### config.mk
export PLATFORM = sky130hd
export DESIGN_NAME = cpu
export DESIGN_NICKNAME = d
export VERILOG_FILES = /design/src/cpu_pkg.sv /design/src/cpu_if.sv /design/src/cpu.sv /design/src/cpu_branch_ctrl.sv /design/src/cpu_decode.sv /design/src/cpu_execute.sv /design/src/cpu_fetch.sv /design/src/cpu_forward_ctrl.sv /design/src/cpu_register_file.sv /design/src/cpu_writeback.sv
export SDC_FILE = /design/constraint.sdc
export NUM_CORES = 1
export LEC_CHECK = 0
export BUFFER_PORTS_ARGS = -buffer_cell sky130_fd_sc_hd__buf_2
export CELL_PAD_IN_SITES_DETAIL_PLACEMENT = 0
export CELL_PAD_IN_SITES_GLOBAL_PLACEMENT = 2
export CORE_ASPECT_RATIO = 1.5
export CORE_MARGIN = 1.5
export CORE_UTILIZATION = 33
export CTS_CLUSTER_DIAMETER = 60
export DETAILED_ROUTE_END_ITERATION = 8
export GPL_TIMING_DRIVEN = 0
export PLACE_DENSITY = 0.78
export SETUP_SLACK_MARGIN = 0.3
export SLEW_MARGIN = 10
export SYNTH_ARGS = -nofsm -noshare
export SYNTH_HDL_FRONTEND = slang
export SYNTH_SLANG_ARGS = --single-unit
export TNS_END_PERCENT = 1
### constraint.sdc
create_clock -name clk -period 4.95 [get_ports clk]
set_input_delay 0.99 -clock clk [delete_from_list [all_inputs] [get_ports clk]]
set_output_delay 0.99 -clock clk [all_outputs]
set_load 0.05 [all_outputs]
### src/cpu_pkg.sv
package cpu_pkg;

	localparam int WORD_W   = 16;
	localparam int REG_W    = 3;
	localparam int NUM_REGS = 8;

	// Instruction field positions
	localparam int OP_LSB  = 0;
	localparam int OP_MSB  = 3;
	localparam int RX_LSB  = 5;
	localparam int RX_MSB  = 7;
	localparam int RY_LSB  = 8;
	localparam int RY_MSB  = 10;
	localparam int IMM_LSB = 8;
	localparam int IMM_MSB = 15;
	localparam int IMM_W   = IMM_MSB - IMM_LSB + 1;

	// Codes 4'hb to 4'hf execute as no-operation
	typedef enum logic [3:0] {
		OP_MV   = 4'h0,
		OP_ADD  = 4'h1,
		OP_SUB  = 4'h2,
		OP_CMP  = 4'h3,
		OP_LD   = 4'h4,
		OP_ST   = 4'h5,
		OP_MVI  = 4'h6,
		OP_ADDI = 4'h7,
		OP_J    = 4'h8,
		OP_JZ   = 4'h9,
		OP_JN   = 4'ha
	} cpu_op_e;

	typedef enum logic [1:0] {
		FWD_NONE = 2'd0,
		FWD_CUR  = 2'd1,
		FWD_PREV = 2'd2
	} cpu_fwd_sel_e;

	function automatic cpu_op_e op_of(input logic [WORD_W-1:0] ir);
		return cpu_op_e'(ir[OP_MSB:OP_LSB]);
	endfunction

	function automatic logic [REG_W-1:0] rx_of(input logic [WORD_W-1:0] ir);
		return ir[RX_MSB:RX_LSB];
	endfunction

	function automatic logic [REG_W-1:0] ry_of(input logic [WORD_W-1:0] ir);
		return ir[RY_MSB:RY_LSB];
	endfunction

	// Sign-extended to a full word
	function automatic logic [WORD_W-1:0] imm_of(input logic [WORD_W-1:0] ir);
		return {{(WORD_W - IMM_W){ir[IMM_MSB]}}, ir[IMM_MSB:IMM_LSB]};
	endfunction

endpackage

### src/cpu_if.sv
`timescale 1ns/1ps

interface cpu_de_if import cpu_pkg::*; #(
	parameter int DATA_W = WORD_W,
	parameter int IDX_W  = REG_W
);
	logic              valid;
	logic [DATA_W-1:0] pc;
	logic [DATA_W-1:0] ir;
	logic [DATA_W-1:0] a;
	logic [DATA_W-1:0] b;
	logic [IDX_W-1:0]  rx;
	logic [IDX_W-1:0]  ry;

	modport src (output valid, pc, ir, a, b, rx, ry);
	modport sink (input valid, pc, ir, a, b);
	// Forwarding only needs the source register indices
	modport monitor (input rx, ry);
endinterface

interface cpu_fwd_if import cpu_pkg::*; #(
	parameter int DATA_W = WORD_W
);
	cpu_fwd_sel_e      sel_a;
	cpu_fwd_sel_e      sel_b;
	logic [DATA_W-1:0] cur_data;
	logic [DATA_W-1:0] prev_data;

	modport src (output sel_a, sel_b, cur_data, prev_data);
	modport sink (input sel_a, sel_b, cur_data, prev_data);
endinterface

### src/cpu.sv
`timescale 1ns/1ps

module cpu import cpu_pkg::*; #(
	parameter int DATA_W = WORD_W,
	parameter int IDX_W  = REG_W,
	parameter int N_REGS = NUM_REGS
) (
	input  logic                          clk,
	input  logic                          i_arst_n,

	output logic [DATA_W-1:0]             o_pc_addr,
	output logic                          o_pc_rd,
	input  logic [DATA_W-1:0]             i_pc_rddata,

	output logic [DATA_W-1:0]             o_ldst_addr,
	output logic                          o_ldst_rd,
	output logic                          o_ldst_wr,
	output logic [DATA_W-1:0]             o_ldst_wrdata,
	input  logic [DATA_W-1:0]             i_ldst_rddata,

	output logic [N_REGS-1:0][DATA_W-1:0] o_tb_regs
);

	logic [IDX_W-1:0]  rx;
	logic [IDX_W-1:0]  ry;
	logic [DATA_W-1:0] rx_data;
	logic [DATA_W-1:0] ry_data;
	logic              rw_en;
	logic [IDX_W-1:0]  rw;
	logic [DATA_W-1:0] rw_data;

	logic              br_en;
	logic [DATA_W-1:0] br_pc;
	logic [DATA_W-1:0] s2_pc;

	logic [DATA_W-1:0] s3_pc;
	logic [DATA_W-1:0] s3_ir;
	logic              s3_valid;
	logic              flag_n;
	logic              flag_z;

	logic [DATA_W-1:0] s4_ir;
	logic [DATA_W-1:0] s4_g;
	logic              s4_valid;

	cpu_de_if #(.DATA_W(DATA_W), .IDX_W(IDX_W)) de_bus ();
	cpu_fwd_if #(.DATA_W(DATA_W)) fwd_bus ();

	cpu_register_file #(.DATA_W(DATA_W), .IDX_W(IDX_W), .N_REGS(N_REGS)) registers (
		.clk(clk),
		.i_arst_n(i_arst_n),
		.i_rx(rx),
		.i_ry(ry),
		.i_rw_en(rw_en),
		.i_rw(rw),
		.i_rw_data(rw_data),
		.o_rx_data(rx_data),
		.o_ry_data(ry_data),
		.o_regs(o_tb_regs)
	);

	cpu_fetch #(.DATA_W(DATA_W)) s1_fetch (
		.clk(clk),
		.i_arst_n(i_arst_n),
		.i_br_en(br_en),
		.i_br_pc(br_pc),
		.o_pc_addr(o_pc_addr),
		.o_pc_rd(o_pc_rd),
		.o_pc(s2_pc)
	);

	// Instruction word comes straight from the memory port
	cpu_decode #(.DATA_W(DATA_W), .IDX_W(IDX_W)) s2_decode (
		.clk(clk),
		.i_arst_n(i_arst_n),
		.i_pc(s2_pc),
		.i_ir(i_pc_rddata),
		.i_br_en(br_en),
		.i_rx_data(rx_data),
		.i_ry_data(ry_data),
		.o_rx(rx),
		.o_ry(ry),
		.de(de_bus.src)
	);

	cpu_execute #(.DATA_W(DATA_W)) s3_execute (
		.clk(clk),
		.i_arst_n(i_arst_n),
		.de(de_bus.sink),
		.fwd(fwd_bus.sink),
		.o_ir(s4_ir),
		.o_g(s4_g),
		.o_valid(s4_valid),
		.o_n(flag_n),
		.o_z(flag_z),
		.o_pc(s3_pc),
		.o_s3_ir(s3_ir),
		.o_s3_valid(s3_valid),
		.o_mem_addr(o_ldst_addr),
		.o_mem_wrdata(o_ldst_wrdata),
		.o_mem_rd(o_ldst_rd),
		.o_mem_wr(o_ldst_wr)
	);

	cpu_writeback #(.DATA_W(DATA_W), .IDX_W(IDX_W)) s4_writeback (
		.i_ir(s4_ir),
		.i_g(s4_g),
		.i_valid(s4_valid),
		.i_mem_rddata(i_ldst_rddata),
		.o_rw_en(rw_en),
		.o_rw(rw),
		.o_rw_data(rw_data)
	);

	cpu_forward_ctrl #(.DATA_W(DATA_W), .IDX_W(IDX_W)) forward_control (
		.clk(clk),
		.i_arst_n(i_arst_n),
		.de(de_bus.monitor),
		.i_rw_en(rw_en),
		.i_rw(rw),
		.i_rw_data(rw_data),
		.fwd(fwd_bus.src)
	);

	cpu_branch_ctrl #(.DATA_W(DATA_W)) branch_control (
		.i_s3_valid(s3_valid),
		.i_s3_ir(s3_ir),
		.i_s3_pc(s3_pc),
		.i_n(flag_n),
		.i_z(flag_z),
		.o_br_en(br_en),
		.o_br_pc(br_pc)
	);

endmodule

### src/cpu_branch_ctrl.sv
`timescale 1ns/1ps

module cpu_branch_ctrl import cpu_pkg::*; #(
	parameter int DATA_W = WORD_W
) (
	input  logic              i_s3_valid,
	input  logic [DATA_W-1:0] i_s3_ir,
	input  logic [DATA_W-1:0] i_s3_pc,
	input  logic              i_n,
	input  logic              i_z,
	output logic              o_br_en,
	output logic [DATA_W-1:0] o_br_pc
);

	cpu_op_e op;
	logic    is_jump;
	logic    taken;

	assign op = op_of(i_s3_ir);

	// Flags still hold the state left by the previous instruction
	always_comb begin
		is_jump = 1'b1;
		taken   = 1'b0;
		case (op)
			OP_J:    taken = 1'b1;
			OP_JZ:   taken = i_z;
			OP_JN:   taken = i_n;
			default: is_jump = 1'b0;
		endcase
	end

	assign o_br_en = i_s3_valid & taken;
	assign o_br_pc = i_s3_pc + DATA_W'(1) + imm_of(i_s3_ir);

	a_br_jump: assert final (!o_br_en || (i_s3_valid && is_jump));

endmodule

### src/cpu_decode.sv
`timescale 1ns/1ps

module cpu_decode import cpu_pkg::*; #(
	parameter int DATA_W = WORD_W,
	parameter int IDX_W  = REG_W
) (
	input  logic              clk,
	input  logic              i_arst_n,
	input  logic [DATA_W-1:0] i_pc,
	input  logic [DATA_W-1:0] i_ir,
	input  logic              i_br_en,
	input  logic [DATA_W-1:0] i_rx_data,
	input  logic [DATA_W-1:0] i_ry_data,
	output logic [IDX_W-1:0]  o_rx,
	output logic [IDX_W-1:0]  o_ry,
	cpu_de_if.src             de
);

	logic fetch_valid;
	logic drop_next;
	logic word_valid;

	assign o_rx = rx_of(i_ir);
	assign o_ry = ry_of(i_ir);

	// A taken jump kills the word in decode now and the one issued alongside it
	assign word_valid = fetch_valid & ~drop_next & ~i_br_en;

	always_ff @(posedge clk or negedge i_arst_n) begin
		if (!i_arst_n) begin
			fetch_valid <= 1'b0;
			drop_next   <= 1'b0;
			de.valid    <= 1'b0;
		end else begin
			fetch_valid <= 1'b1;
			drop_next   <= i_br_en;
			de.valid    <= word_valid;
		end
	end

	always_ff @(posedge clk) begin
		de.pc <= i_pc;
		de.ir <= i_ir;
		de.a  <= i_rx_data;
		de.b  <= i_ry_data;
		de.rx <= o_rx;
		de.ry <= o_ry;
	end

endmodule

### src/cpu_execute.sv
`timescale 1ns/1ps

module cpu_execute import cpu_pkg::*; #(
	parameter int DATA_W = WORD_W
) (
	input  logic              clk,
	input  logic              i_arst_n,
	cpu_de_if.sink            de,
	cpu_fwd_if.sink           fwd,
	output logic [DATA_W-1:0] o_ir,
	output logic [DATA_W-1:0] o_g,
	output logic              o_valid,
	output logic              o_n,
	output logic              o_z,
	output logic [DATA_W-1:0] o_pc,
	output logic [DATA_W-1:0] o_s3_ir,
	output logic              o_s3_valid,
	output logic [DATA_W-1:0] o_mem_addr,
	output logic [DATA_W-1:0] o_mem_wrdata,
	output logic              o_mem_rd,
	output logic              o_mem_wr
);

	cpu_op_e           op;
	logic [DATA_W-1:0] a;
	logic [DATA_W-1:0] b;
	logic [DATA_W-1:0] imm;
	logic [DATA_W-1:0] g;
	logic              set_flags;

	function automatic logic [DATA_W-1:0] pick(input cpu_fwd_sel_e sel,
		input logic [DATA_W-1:0] rd, input logic [DATA_W-1:0] cur,
		input logic [DATA_W-1:0] prev);
		case (sel)
			FWD_CUR:  return cur;
			FWD_PREV: return prev;
			default:  return rd;
		endcase
	endfunction

	assign op  = op_of(de.ir);
	assign imm = imm_of(de.ir);
	assign a   = pick(fwd.sel_a, de.a, fwd.cur_data, fwd.prev_data);
	assign b   = pick(fwd.sel_b, de.b, fwd.cur_data, fwd.prev_data);

	always_comb begin
		g         = b;
		set_flags = 1'b0;
		case (op)
			OP_ADD: begin
				g         = a + b;
				set_flags = 1'b1;
			end
			OP_SUB, OP_CMP: begin
				g         = a - b;
				set_flags = 1'b1;
			end
			OP_MVI:  g = imm;
			OP_ADDI: begin
				g         = a + imm;
				set_flags = 1'b1;
			end
			default: g = b;
		endcase
	end

	// ld rX,[rY] and st rX,[rY]
	assign o_mem_rd     = de.valid && op == OP_LD;
	assign o_mem_wr     = de.valid && op == OP_ST;
	assign o_mem_addr   = b;
	assign o_mem_wrdata = a;

	assign o_pc       = de.pc;
	assign o_s3_ir    = de.ir;
	assign o_s3_valid = de.valid;

	always_ff @(posedge clk or negedge i_arst_n) begin
		if (!i_arst_n) begin
			o_n     <= 1'b0;
			o_z     <= 1'b0;
			o_valid <= 1'b0;
		end else begin
			if (de.valid && set_flags) begin
				o_n <= g[DATA_W-1];
				o_z <= g == '0;
			end
			o_valid <= de.valid;
		end
	end

	always_ff @(posedge clk) begin
		o_ir <= de.ir;
		o_g  <= g;
	end

	a_strobes: assert property (@(posedge clk) disable iff (!i_arst_n)
		!(o_mem_rd && o_mem_wr));

endmodule

### src/cpu_fetch.sv
`timescale 1ns/1ps

module cpu_fetch import cpu_pkg::*; #(
	parameter int DATA_W = WORD_W
) (
	input  logic              clk,
	input  logic              i_arst_n,
	input  logic              i_br_en,
	input  logic [DATA_W-1:0] i_br_pc,
	output logic [DATA_W-1:0] o_pc_addr,
	output logic              o_pc_rd,
	output logic [DATA_W-1:0] o_pc
);

	logic [DATA_W-1:0] pc;

	always_ff @(posedge clk or negedge i_arst_n) begin
		if (!i_arst_n) begin
			pc <= '0;
		end else begin
			pc <= i_br_en ? i_br_pc : pc + DATA_W'(1);
		end
	end

	// Lines up with the word returned by the memory
	always_ff @(posedge clk) begin
		o_pc <= pc;
	end

	assign o_pc_addr = pc;
	// No wait states, so a read goes out every cycle
	assign o_pc_rd   = 1'b1;

	a_pc_rd: assert property (@(posedge clk) disable iff (!i_arst_n) o_pc_rd);

endmodule

### src/cpu_forward_ctrl.sv
`timescale 1ns/1ps

module cpu_forward_ctrl import cpu_pkg::*; #(
	parameter int DATA_W = WORD_W,
	parameter int IDX_W  = REG_W
) (
	input  logic              clk,
	input  logic              i_arst_n,
	cpu_de_if.monitor         de,
	input  logic              i_rw_en,
	input  logic [IDX_W-1:0]  i_rw,
	input  logic [DATA_W-1:0] i_rw_data,
	cpu_fwd_if.src            fwd
);

	logic              prev_en;
	logic [IDX_W-1:0]  prev_rw;
	logic [DATA_W-1:0] prev_data;

	always_ff @(posedge clk or negedge i_arst_n) begin
		if (!i_arst_n) begin
			prev_en <= 1'b0;
		end else begin
			prev_en <= i_rw_en;
		end
	end

	always_ff @(posedge clk) begin
		prev_rw   <= i_rw;
		prev_data <= i_rw_data;
	end

	// Newest write wins
	always_comb begin
		fwd.sel_a = FWD_NONE;
		fwd.sel_b = FWD_NONE;
		if (i_rw_en && i_rw == de.rx) begin
			fwd.sel_a = FWD_CUR;
		end else if (prev_en && prev_rw == de.rx) begin
			fwd.sel_a = FWD_PREV;
		end
		if (i_rw_en && i_rw == de.ry) begin
			fwd.sel_b = FWD_CUR;
		end else if (prev_en && prev_rw == de.ry) begin
			fwd.sel_b = FWD_PREV;
		end
	end

	assign fwd.cur_data  = i_rw_data;
	assign fwd.prev_data = prev_data;

	a_cur_en: assert property (@(posedge clk) disable iff (!i_arst_n)
		(fwd.sel_a == FWD_CUR || fwd.sel_b == FWD_CUR) |-> i_rw_en);

endmodule

### src/cpu_register_file.sv
`timescale 1ns/1ps

module cpu_register_file import cpu_pkg::*; #(
	parameter int DATA_W = WORD_W,
	parameter int IDX_W  = REG_W,
	parameter int N_REGS = NUM_REGS
) (
	input  logic                          clk,
	input  logic                          i_arst_n,
	input  logic [IDX_W-1:0]              i_rx,
	input  logic [IDX_W-1:0]              i_ry,
	input  logic                          i_rw_en,
	input  logic [IDX_W-1:0]              i_rw,
	input  logic [DATA_W-1:0]             i_rw_data,
	output logic [DATA_W-1:0]             o_rx_data,
	output logic [DATA_W-1:0]             o_ry_data,
	output logic [N_REGS-1:0][DATA_W-1:0] o_regs
);

	logic [N_REGS-1:0][DATA_W-1:0] regs;

	always_ff @(posedge clk or negedge i_arst_n) begin
		if (!i_arst_n) begin
			regs <= '0;
		end else if (i_rw_en) begin
			regs[i_rw] <= i_rw_data;
		end
	end

	// Old value on a same-cycle write, forwarding fixes it up later
	assign o_rx_data = regs[i_rx];
	assign o_ry_data = regs[i_ry];
	assign o_regs    = regs;

endmodule

### src/cpu_writeback.sv
`timescale 1ns/1ps

module cpu_writeback import cpu_pkg::*; #(
	parameter int DATA_W = WORD_W,
	parameter int IDX_W  = REG_W
) (
	input  logic [DATA_W-1:0] i_ir,
	input  logic [DATA_W-1:0] i_g,
	input  logic              i_valid,
	input  logic [DATA_W-1:0] i_mem_rddata,
	output logic              o_rw_en,
	output logic [IDX_W-1:0]  o_rw,
	output logic [DATA_W-1:0] o_rw_data
);

	cpu_op_e op;
	logic    writes;

	assign op = op_of(i_ir);

	always_comb begin
		case (op)
			OP_MV, OP_ADD, OP_SUB, OP_MVI, OP_ADDI, OP_LD: writes = 1'b1;
			default: writes = 1'b0;
		endcase
	end

	assign o_rw_en   = i_valid & writes;
	assign o_rw      = rx_of(i_ir);
	// Memory answers one cycle after the strobe, i.e. right now
	assign o_rw_data = (op == OP_LD) ? i_mem_rddata : i_g;

endmodule

==> results.txt, run 1 <==
status -> finished, violations left
failing checks -> design-rule violations
remaining global-route overflow -> 0
switch share -> 0.474
Avg WL per Cell -> 22.0 um
n_diodes -> 0
Pre-antenna DRT Iters -> 7
H-tree Lvls -> 1
Max-Cap Viols -> 0
most used flip-flop cell after synthesis -> dfrtp_1
Leak Pwr -> 7.04 nW
Power Dens Cells -> 730 nW/um^2
r2r worst-path depth -> 19
Worst-Margin Slew -> 1.09 ns
worst hold path cell count -> 0
Cells after Synth -> 1258
Die Wd -> 168 um
WHS -> 0.322 ns
largest net degree at the start of global routing -> 89
Placement Setup Slack -> -0.942 ns
Mapped Area -> 13400 um^2
leading post-synthesis cells by instance count -> 151 x dfrtp_1, 134 x a21oi_1, 121 x dfxtp_1, 121 x nor2_1, 93 x nand2_1
Clock power frac -> 0.190
critical path data required time -> 5.44 ns
fmax -> 205 MHz
Synth warnings -> 0
Clk Latency, worst-skew pair -> 0.58 ns
Async S/R FF share, synth -> 0.555
worst min path class -> register to register
count leader, synth -> dfrtp_1
Worst slew margin -> 0.262
vias per cell -> 5.26
layout filler cell count -> 3922
overall power -> 0.0124 W
Pins Over Slew Limit -> 0
top-area cell type share of the netlist area -> 0.282
CTS tree -> done
Placer Congestion -> 0.870
core area -> 40100 um^2
placed wire-length estimate -> 35.9 mm
CP Max Fanout -> 7
R2R Path Start -> s2_decode.de.ry[1]
Layout area overhead -> 26.5%
share of layout cells above drive strength 1 -> 0.323
gr usage total -> 0.217
DRC -> 1
Root Buffer -> clkbuf_16
Worst Setup Start Kind -> register
Synth area leaders -> dfrtp_1 28%, dfxtp_1 18%, mux4_2 11%
hold path startpoint -> s1_fetch.o_pc[6]
fin nets -> 1606
final WL -> 45.5 mm
Logic pwr share -> 0.505
post-route ant nets -> 0
cell-internal power -> 0.00651 W
total CTS buffers -> 30
CTS Buffer Depth -> 3
CTS Sinks -> 272
drt first-iter violations -> 579
minimum clock period -> 4.88 ns
die area -> 41800 um^2
Distinct cells, synth -> 67
critical path type -> register to register
RSZ-0062 raised after global routing -> true
Worst VDD drop -> 0.389 mV
sequential share of power -> 0.305
vias -> 10900
Psw -> 0.00587 W
Final Cycle Share -> 0.986
Fin Clk Skew -> 0.0202 ns
critical path arrival -> 5.37 ns
number of synthesized flops with an enable pin -> 0
Rows -> 90
num ports -> 213
area of the multi-input gates -> 7110 um^2
Final Hold Fails -> 0
FF+latch count, synth -> 272
initial antenna violation count -> 0
Initial Utilization -> 0.334
Crit. End Element -> register
FF+latch area -> 6210 um^2
sequential share of the synthesized area -> 0.463
first-pass GRT wire length -> 68.6 mm
final worst setup slack -> 0.0717 ns
die height -> 250 um
clock slew at reported path FFs -> 0.06 ns
CP Launch Point -> s2_decode.de.ry[1]
Synth Area per Inst -> 10.7 um^2
Synth area leader -> dfrtp_1
final setup violation count -> 0
vias in the first global route -> 11300
port bufs -> 210
==> power groups by stage <==
stage | combinational, W | sequential (W) | clock, W
3_3_place_gp | 0.00587 | 0.00376 | 0
3_5_place_dp | 0.00590 | 0.00379 | 0
5_1_grt | 0.00668 | 0.00388 | 0.00249
2_1_floorplan | 0.00302 | 0.00505 | 0
4_1_cts | 0.00616 | 0.00377 | 0.00240
6_report | 0.00625 | 0.00378 | 0.00235
==> area by class of cell <==
class	count	share of cell area
repair buffers	247	0.0818
clock buffers	39	0.0505
multi-input cells	862	0.420
plain buffers	76	0.0220
clock inverters	17	0.0111
well taps	506	0.0373
flip-flops and latches	272	0.366
inverters	49	0.0117
==> kinds of logic (layout without fill, tap and decap cells) <==
kind of cell	count (synthesis)	in the layout	share of synthesized area
and+or+nand+nor	310	310	0.107
AOI/OAI and AO/OA	292	292	0.127
DFF	272	272	0.463
muxes	160	160	0.188
buffers and inverters	125	428	0.0388
xor gates and xnor gates	64	64	0.0435
adders and majority gates	34	34	0.0329
other	1	2	0.000280
==> final timing paths <==
path / slack [ns] / to
worst max-delay path: 0.07 / s3_execute.o_z
worst min-delay path: 0.32 / s2_decode.de.pc[6]
worst max register to register: 0.07 / s3_execute.o_z
worst min register to register: 0.32 / s2_decode.de.pc[6]
max in group asynchronous: 3.68 / registers.o_regs[47]
min in group asynchronous: 0.38 / s2_decode.drop_next
==> cells in the final DEF (no fill, tap or decap), types with 12 or more instances in the layout <==
master,netlist,routed
clkbuf_16,0,31
dfrtp_1,151,151
mux2i_4,4,12
nand2_1,93,92
nor3_1,19,14
mux4_2,64,64
buf_4,2,36
o21ai_0,82,75
mux2i_1,47,39
buf_2,4,212
o211ai_1,12,12
clkbuf_1,56,54
xor2_1,17,17
a21oi_1,134,127
dfxtp_1,121,116
inv_1,44,43
mux2_2,43,43
nand3_1,16,16
nor2_1,121,121
ha_1,32,30
xnor2_1,44,41
==> metrics by stage <==
| step | setup TNS [ns] | utilization | std cells | cell area [um^2] |
|---|---|---|---|---|
| 6_report | 0 | 0.423 | 2068 | 17000 |
| 5_1_grt | -0.153 | 0.423 | 2068 | 17000 |
| 4_1_cts | 0 | 0.418 | 2060 | 16700 |
| 3_5_place_dp | -2.27 | 0.379 | 1976 | 15200 |
| 3_3_place_gp | -2.07 | 0.379 | 1975 | 15200 |
| 2_1_floorplan | 0 | - | 1259 | 13500 |
==> state kept, by name (all words and copies together), names as in the netlist <==
register                       flops
registers.o_regs                 128
forward_control.fwd.prev_data     16
s1_fetch.o_pc                     16
s1_fetch.o_pc_addr                16
s2_decode.de.a                    16
s2_decode.de.b                    16
s2_decode.de.pc                   16
s3_execute.o_g                    16
s2_decode.de.ir                   11
s3_execute.o_ir                    7
forward_control.prev_rw            3
s2_decode.de.rx                    2
s2_decode.de.ry                    2
forward_control.prev_en            1
s2_decode.de.valid                 1
s2_decode.drop_next                1
s2_decode.fetch_valid              1
s3_execute.o_n                     1
s3_execute.o_valid                 1
s3_execute.o_z                     1
==> metal layers <==
layer	global-route usage	wire length [um]
met5	0	0
met4	0.0906	1800
met3	0.0263	1870
met2	0.404	24300
met1	0.247	17500
==> worst max-delay path, cell delays in order (launching register included) <==
cell and delay [ns]:
dfxtp_2 0.40, xnor2_2 0.33, and4_4 0.27, buf_6 0.14
a221oi_4 0.08, or2_4 0.29, ha_4 0.24, a22oi_1 0.13
o21ai_0 0.16, ha_1 0.36, a211oi_1 0.34, o21ai_0 0.16
a21oi_1 0.21, xnor2_1 0.09, a222oi_1 0.45, nand3b_1 0.20
nor4_2 0.16, nor3b_2 0.18, or4b_4 0.48, o21ai_2 0.12
==> what timing repair did <==
item | in CTS | in global routing
gates resized for setup | 58 | 23
setup buffers | 28 | 8
setup endpoints to repair | 8 | 7
pin swaps | 27 | 12
hold buffers | 0 | 0
Power figures use the tool's default switching activity.
==> run 2: changes to the inputs <==
--- a/config.mk
+++ b/config.mk
@@ -10,11 +10,11 @@
 export CELL_PAD_IN_SITES_GLOBAL_PLACEMENT = 2
 export CORE_ASPECT_RATIO = 1.5
 export CORE_MARGIN = 1.5
-export CORE_UTILIZATION = 33
+export CORE_UTILIZATION = 30
 export CTS_CLUSTER_DIAMETER = 60
 export DETAILED_ROUTE_END_ITERATION = 8
 export GPL_TIMING_DRIVEN = 0
-export PLACE_DENSITY = 0.78
+export PLACE_DENSITY = 0.72
 export SETUP_SLACK_MARGIN = 0.3
 export SLEW_MARGIN = 10
 export SYNTH_ARGS = -nofsm -noshare
==> results.txt, run 2 (synthesized netlist as in run 1, its figures left out) <==
Placed Cells -> 2046
Initial Utilization -> 0.305
vias -> 10800
Final Cycle Share -> 1.00
initial antenna violation count -> 0
critical path arrival -> 5.47 ns
Die Wd -> 176 um
share of layout cells above drive strength 1 -> 0.314
crit path to -> s3_execute.o_z
setup TNS -> -0.0192 ns
R2R Path Start -> s3_execute.o_ir[1]
final setup violation count -> 1
critical path data required time -> 5.45 ns
most frequent cells in the layout -> 212 x buf_2, 151 x dfrtp_1, 130 x a21oi_1
commonest non-fill, non-tap cell in the layout -> buf_2
WL met3 -> 1.95 mm
Met2 Routed Length -> 25.7 mm
clock slew at reported path FFs -> 0.06 ns
RSZ-0062 raised after global routing -> true
Placer Congestion -> 0.886
port bufs -> 210
largest net degree at the start of global routing -> 89
vias in the first global route -> 11400
DRC -> 0
layout filler cell count -> 4478
Levels on crit path -> 24
H-tree Lvls -> 1
die height -> 262 um
Finished Layout Cells -> 2132
fmax -> 201 MHz
remaining global-route overflow -> 0
CTS Hold Buffers Added -> 0
Rows -> 94
Final Hold Fails -> 0
Worst-Margin Slew -> 1.21 ns
drt first-iter violations -> 648
worst path bufs/invs -> 3
Root Buffer -> clkbuf_16
Top Layer Used -> met4
failing checks -> negative setup slack
Leak Pwr -> 7.00 nW
CP Launch Point -> s3_execute.o_ir[1]
die area -> 46000 um^2
overall power -> 0.0125 W
Pins Over Slew Limit -> 0
Largest register FFs -> 128
Crit. End Element -> register
Clk Latency, worst-skew pair -> 0.58 ns
n_diodes -> 0
total CTS buffers -> 31
Fin Clk Skew -> 0.0161 ns
fin nets -> 1600
CP Max Fanout -> 7
first-pass GRT wire length -> 70.5 mm
Max-Cap Viols -> 0
Worst Setup Start Kind -> register
Slowest cell on crit path -> or4b_4
gr usage total -> 0.205
Avg WL per Cell -> 22.1 um
placed wire-length estimate -> 37.3 mm
capturing point of the worst reg2reg path -> s3_execute.o_z
R2R setup slack -> -0.02 ns
Layout area overhead -> 26.1%
Worst VDD drop -> 0.373 mV
core area -> 44000 um^2
CTS tree -> done
vias per cell -> 5.07
post-route ant nets -> 0
minimum clock period -> 4.97 ns
worst min path class -> register to register
worst stage delay on the critical path -> 0.47 ns
CTS Buffer Depth -> 3
num ports -> 213
Pre-antenna DRT Iters -> 5
final WL -> 47.0 mm
Worst slew margin -> 0.180
Power Dens Cells -> 740 nW/um^2
critical path type -> register to register
Top Family by Delay on Critical Path -> simple AND/OR/NAND/NOR gates
met1 WL -> 18.0 mm
CTS Sinks -> 272
status -> finished, violations left
CP Cell Sequence -> nor4b_2, bufbuf_16, mux2i_4, clkinv_2, nor3_4, or2_2, clkbuf_8, o211ai_1, nor2b_1, nor2b_4, nand2_1, xnor2_1, o211ai_1, ha_1, nand2_1, a21oi_1, a221oi_2, o21bai_2, nand3_1, o311ai_1, a221o_1, nor3b_2, or4b_4, o21ai_1
final worst setup slack -> -0.0192 ns
r2r worst-path depth -> 24
-- run 2: cell count changes in the layout (fill, tap and decap cells not counted), moves of 3 or more --
cell,previous run,this run
clkinv_2,8,5
buf_12,4,0
inv_4,2,5
a21oi_2,7,4
xnor2_1,41,44
buf_4,36,32
clkbuf_1,54,51
clkbuf_16,31,34
a21oi_1,127,130
-- run 2: worst register-to-register path, cell delays in order (launching register included) --
cell	delay (ns)
dfxtp_2	0.33
nor4b_2	0.27
bufbuf_16	0.33
mux2i_4	0.28
clkinv_2	0.11
nor3_4	0.20
or2_2	0.14
clkbuf_8	0.14
o211ai_1	0.14
nor2b_1	0.20
nor2b_4	0.19
nand2_1	0.08
xnor2_1	0.13
o211ai_1	0.18
ha_1	0.29
nand2_1	0.07
a21oi_1	0.05
a221oi_2	0.32
o21bai_2	0.14
nand3_1	0.09
o311ai_1	0.11
a221o_1	0.36
nor3b_2	0.15
or4b_4	0.47
o21ai_1	0.12
-- run 2: worst min path at each step --
stage / from / endpoint / slack (ns) / depth (start not counted)
2_1_floorplan: s1_fetch.o_pc[0] / s2_decode.de.pc[0] / 0.31 / 0
3_3_place_gp: s1_fetch.o_pc[11] / s2_decode.de.pc[11] / 0.31 / 0
3_5_place_dp: s1_fetch.o_pc[10] / s2_decode.de.pc[10] / 0.31 / 0
4_1_cts: s1_fetch.o_pc[7] / s2_decode.de.pc[7] / 0.33 / 0
5_1_grt: s1_fetch.o_pc[7] / s2_decode.de.pc[7] / 0.33 / 0
6_report: s1_fetch.o_pc[7] / s2_decode.de.pc[7] / 0.33 / 0
-- run 2: repair_timing --
action                                  in CTS  in global routing
endpoints found under the setup margin       8                  6
pin swaps                                   13                 10
buffers inserted                            15                 14
hold endpoints to repair                     0                  0
resized for setup                           34                 20
cloned                                       0                  0
-- run 2: routing by layer --
metal  global-route usage  up-vias
li1                     -     5079
met5                    0        -
met3               0.0249       74
met4               0.0670        0
met2                0.398      296
met1                0.229     5358
-- run 2: stage by stage --
step | worst slack (ns) | hold WS (ns) | instance area [um^2] | util
floorplan | 0.214 | 0.310 | 13500 | -
global placement | -0.936 | 0.310 | 15300 | 0.347
detailed placement | -0.895 | 0.312 | 15300 | 0.348
CTS | -0.0633 | 0.327 | 16700 | 0.380
global route | -0.327 | 0.332 | 16900 | 0.384
finish | -0.0192 | 0.326 | 16900 | 0.384
-- run 2: cell type report --
type,instances,area (um^2),area share
clock inverter,20,255,0.0151
inverter,49,193,0.0114
buffer,76,380,0.0225
clock buffer,37,892,0.0528
multi-input combinational,862,6950,0.411
sequential,272,6210,0.367
timing repair buffer,240,1310,0.0773
tap,576,721,0.0426
-- run 2: report_power, final --
| group | leakage, nW | internal, W | switching [W] |
|---|---|---|---|
| combinational | 3.79 | 0.00204 | 0.00414 |
| sequential | 2.65 | 0.00304 | 0.000733 |
| clock | 0.568 | 0.00152 | 0.00103 |
==> run 3: changes to the inputs <==
--- a/config.mk
+++ b/config.mk
@@ -12,8 +12,10 @@
 export CORE_MARGIN = 1.5
 export CORE_UTILIZATION = 30
 export CTS_CLUSTER_DIAMETER = 60
+export CTS_CLUSTER_SIZE = 30
 export DETAILED_ROUTE_END_ITERATION = 8
 export GPL_TIMING_DRIVEN = 0
+export MAX_ROUTING_LAYER = met4
 export PLACE_DENSITY = 0.72
 export SETUP_SLACK_MARGIN = 0.3
 export SLEW_MARGIN = 10
==> results.txt, run 3 (synthesized netlist as in run 1, its figures left out) <==
status -> finished, violations left
failing checks -> negative setup slack
H-tree Lvls -> 1
Clock power frac -> 0.182
Power Dens Cells -> 726 nW/um^2
total CTS buffers -> 26
CTS Sinks -> 272
setup TNS -> -0.0417 ns
cell-internal power -> 0.00623 W
Final Cycle Share -> 1.01
critical path arrival -> 5.47 ns
vias per cell -> 5.06
worst stage delay on the critical path -> 0.47 ns
CP Launch Point -> s3_execute.o_ir[3]
Psw -> 0.00602 W
most frequent cells in the layout -> 212 x buf_2, 151 x dfrtp_1, 130 x a21oi_1
Worst VDD drop -> 0.396 mV
num ports -> 213
R2R Path Start -> s3_execute.o_ir[3]
fmax -> 200 MHz
Die Wd -> 176 um
Placement Setup Slack -> -0.895 ns
drt first-iter violations -> 649
vias -> 10800
Fin Clk Skew -> 0.0243 ns
critical path data required time -> 5.43 ns
Clk Latency, worst-skew pair -> 0.57 ns
n_diodes -> 0
Layout area overhead -> 25.8%
Pins Over Slew Limit -> 0
port bufs -> 210
CP Max Fanout -> 7
post-route ant nets -> 0
final worst setup slack -> -0.0417 ns
Pre-antenna DRT Iters -> 5
Top Family by Delay on Critical Path -> simple AND/OR/NAND/NOR gates
Final Hold Fails -> 0
switch share -> 0.492
initial antenna violation count -> 0
commonest non-fill, non-tap cell in the layout -> buf_2
Avg WL per Cell -> 22.1 um
Rows -> 94
Leak Pwr -> 6.96 nW
Worst-Margin Slew -> 1.14 ns
remaining global-route overflow -> 0
CTS Buffer Depth -> 3
placed wire-length estimate -> 37.3 mm
critical path type -> register to register
fin nets -> 1598
Initial Utilization -> 0.305
final setup violation count -> 1
core area -> 44000 um^2
DRC -> 0
Worst slew margin -> 0.229
die area -> 46000 um^2
share of layout cells above drive strength 1 -> 0.315
RSZ-0062 raised after global routing -> true
largest net degree at the start of global routing -> 89
Logic pwr share -> 0.510
Finished Layout Cells -> 2126
Max-Cap Viols -> 0
CTS Hold Buffers Added -> 0
CP most frequent cell -> o21ai_1
CTS tree -> done
vias in the first global route -> 11300
die height -> 262 um
minimum clock period -> 4.99 ns
sequential share of power -> 0.308
Placer Congestion -> 0.901
Root Buffer -> clkbuf_16
CP Cell Sequence -> nor4b_2, bufbuf_16, mux2i_4, clkinv_2, nor3_4, or2_2, clkbuf_8, o211ai_1, nor2b_1, buf_4, xor2_1, o21ai_1, ha_2, nor4_2, o21ai_2, a221oi_2, o21bai_2, nand3_1, o311ai_1, a221o_1, nor3b_2, or4b_4, o21ai_1
final WL -> 46.9 mm
Worst Setup Start Kind -> register
clock slew at reported path FFs -> 0.09 ns
hold path startpoint -> s1_fetch.o_pc[12]
worst path bufs/invs -> 4
gr usage total -> 0.211
worst min path class -> register to register
Placed Cells -> 2046
first-pass GRT wire length -> 70.4 mm
Slowest cell on crit path -> or4b_4
Crit. End Element -> register
Largest register FFs -> 128
-- run 3: routing by layer --
layer,vias to the layer above,wire [um],part of all wire,GRT usage
li1,5081,-,-,-
met5,-,0,0,-
met1,5316,18100,0.39,0.233
met4,0,1230,0.026,0.0622
met3,67,1860,0.040,0.0213
met2,301,25700,0.55,0.397
-- run 3: layout make-up --
cell class / count / area, um^2
plain buffers: 76 / 380
clock buffers: 28 / 689
clock inverters: 20 / 278
fillers: 4482 / 27100
inverters: 49 / 193
multi-input cells: 862 / 7070
flip-flops and latches: 272 / 6210
well taps: 576 / 721
repair buffers: 243 / 1330
-- run 3: power by group through the flow --
stage	sequential [W]	clock, W	combinational (W)
2_1_floorplan	0.00505	0	0.00302
3_3_place_gp	0.00377	0	0.00591
6_report	0.00377	0.00223	0.00624
3_5_place_dp	0.00379	0	0.00595
4_1_cts	0.00377	0.00230	0.00610
5_1_grt	0.00389	0.00237	0.00668
-- run 3: worst paths after layout --
kind	endpoint	slack, ns	cells past startpoint
max	s3_execute.o_z	-0.04	23
min	s2_decode.de.pc[12]	0.33	0
max reg2reg	s3_execute.o_z	-0.04	23
min reg2reg	s2_decode.de.pc[12]	0.33	0
max in group asynchronous	registers.o_regs[80]	3.69	2
min in group asynchronous	s2_decode.de.valid	0.40	1
-- run 3: per-stage QoR --
step,power [W],util,instance area (um^2),hold slack [ns]
5_1_grt,0.0129,0.383,16900,0.334
4_1_cts,0.0122,0.376,16500,0.331
2_1_floorplan,0.00807,-,13500,0.310
6_report,0.0122,0.383,16900,0.329
3_5_place_dp,0.00975,0.348,15300,0.312
3_3_place_gp,0.00967,0.347,15300,0.310
-- run 3: what timing repair did --
action	in CTS	in global routing
endpoints found under the setup margin	8	6
pin swaps	13	11
buffers inserted	15	17
resized for setup	36	35
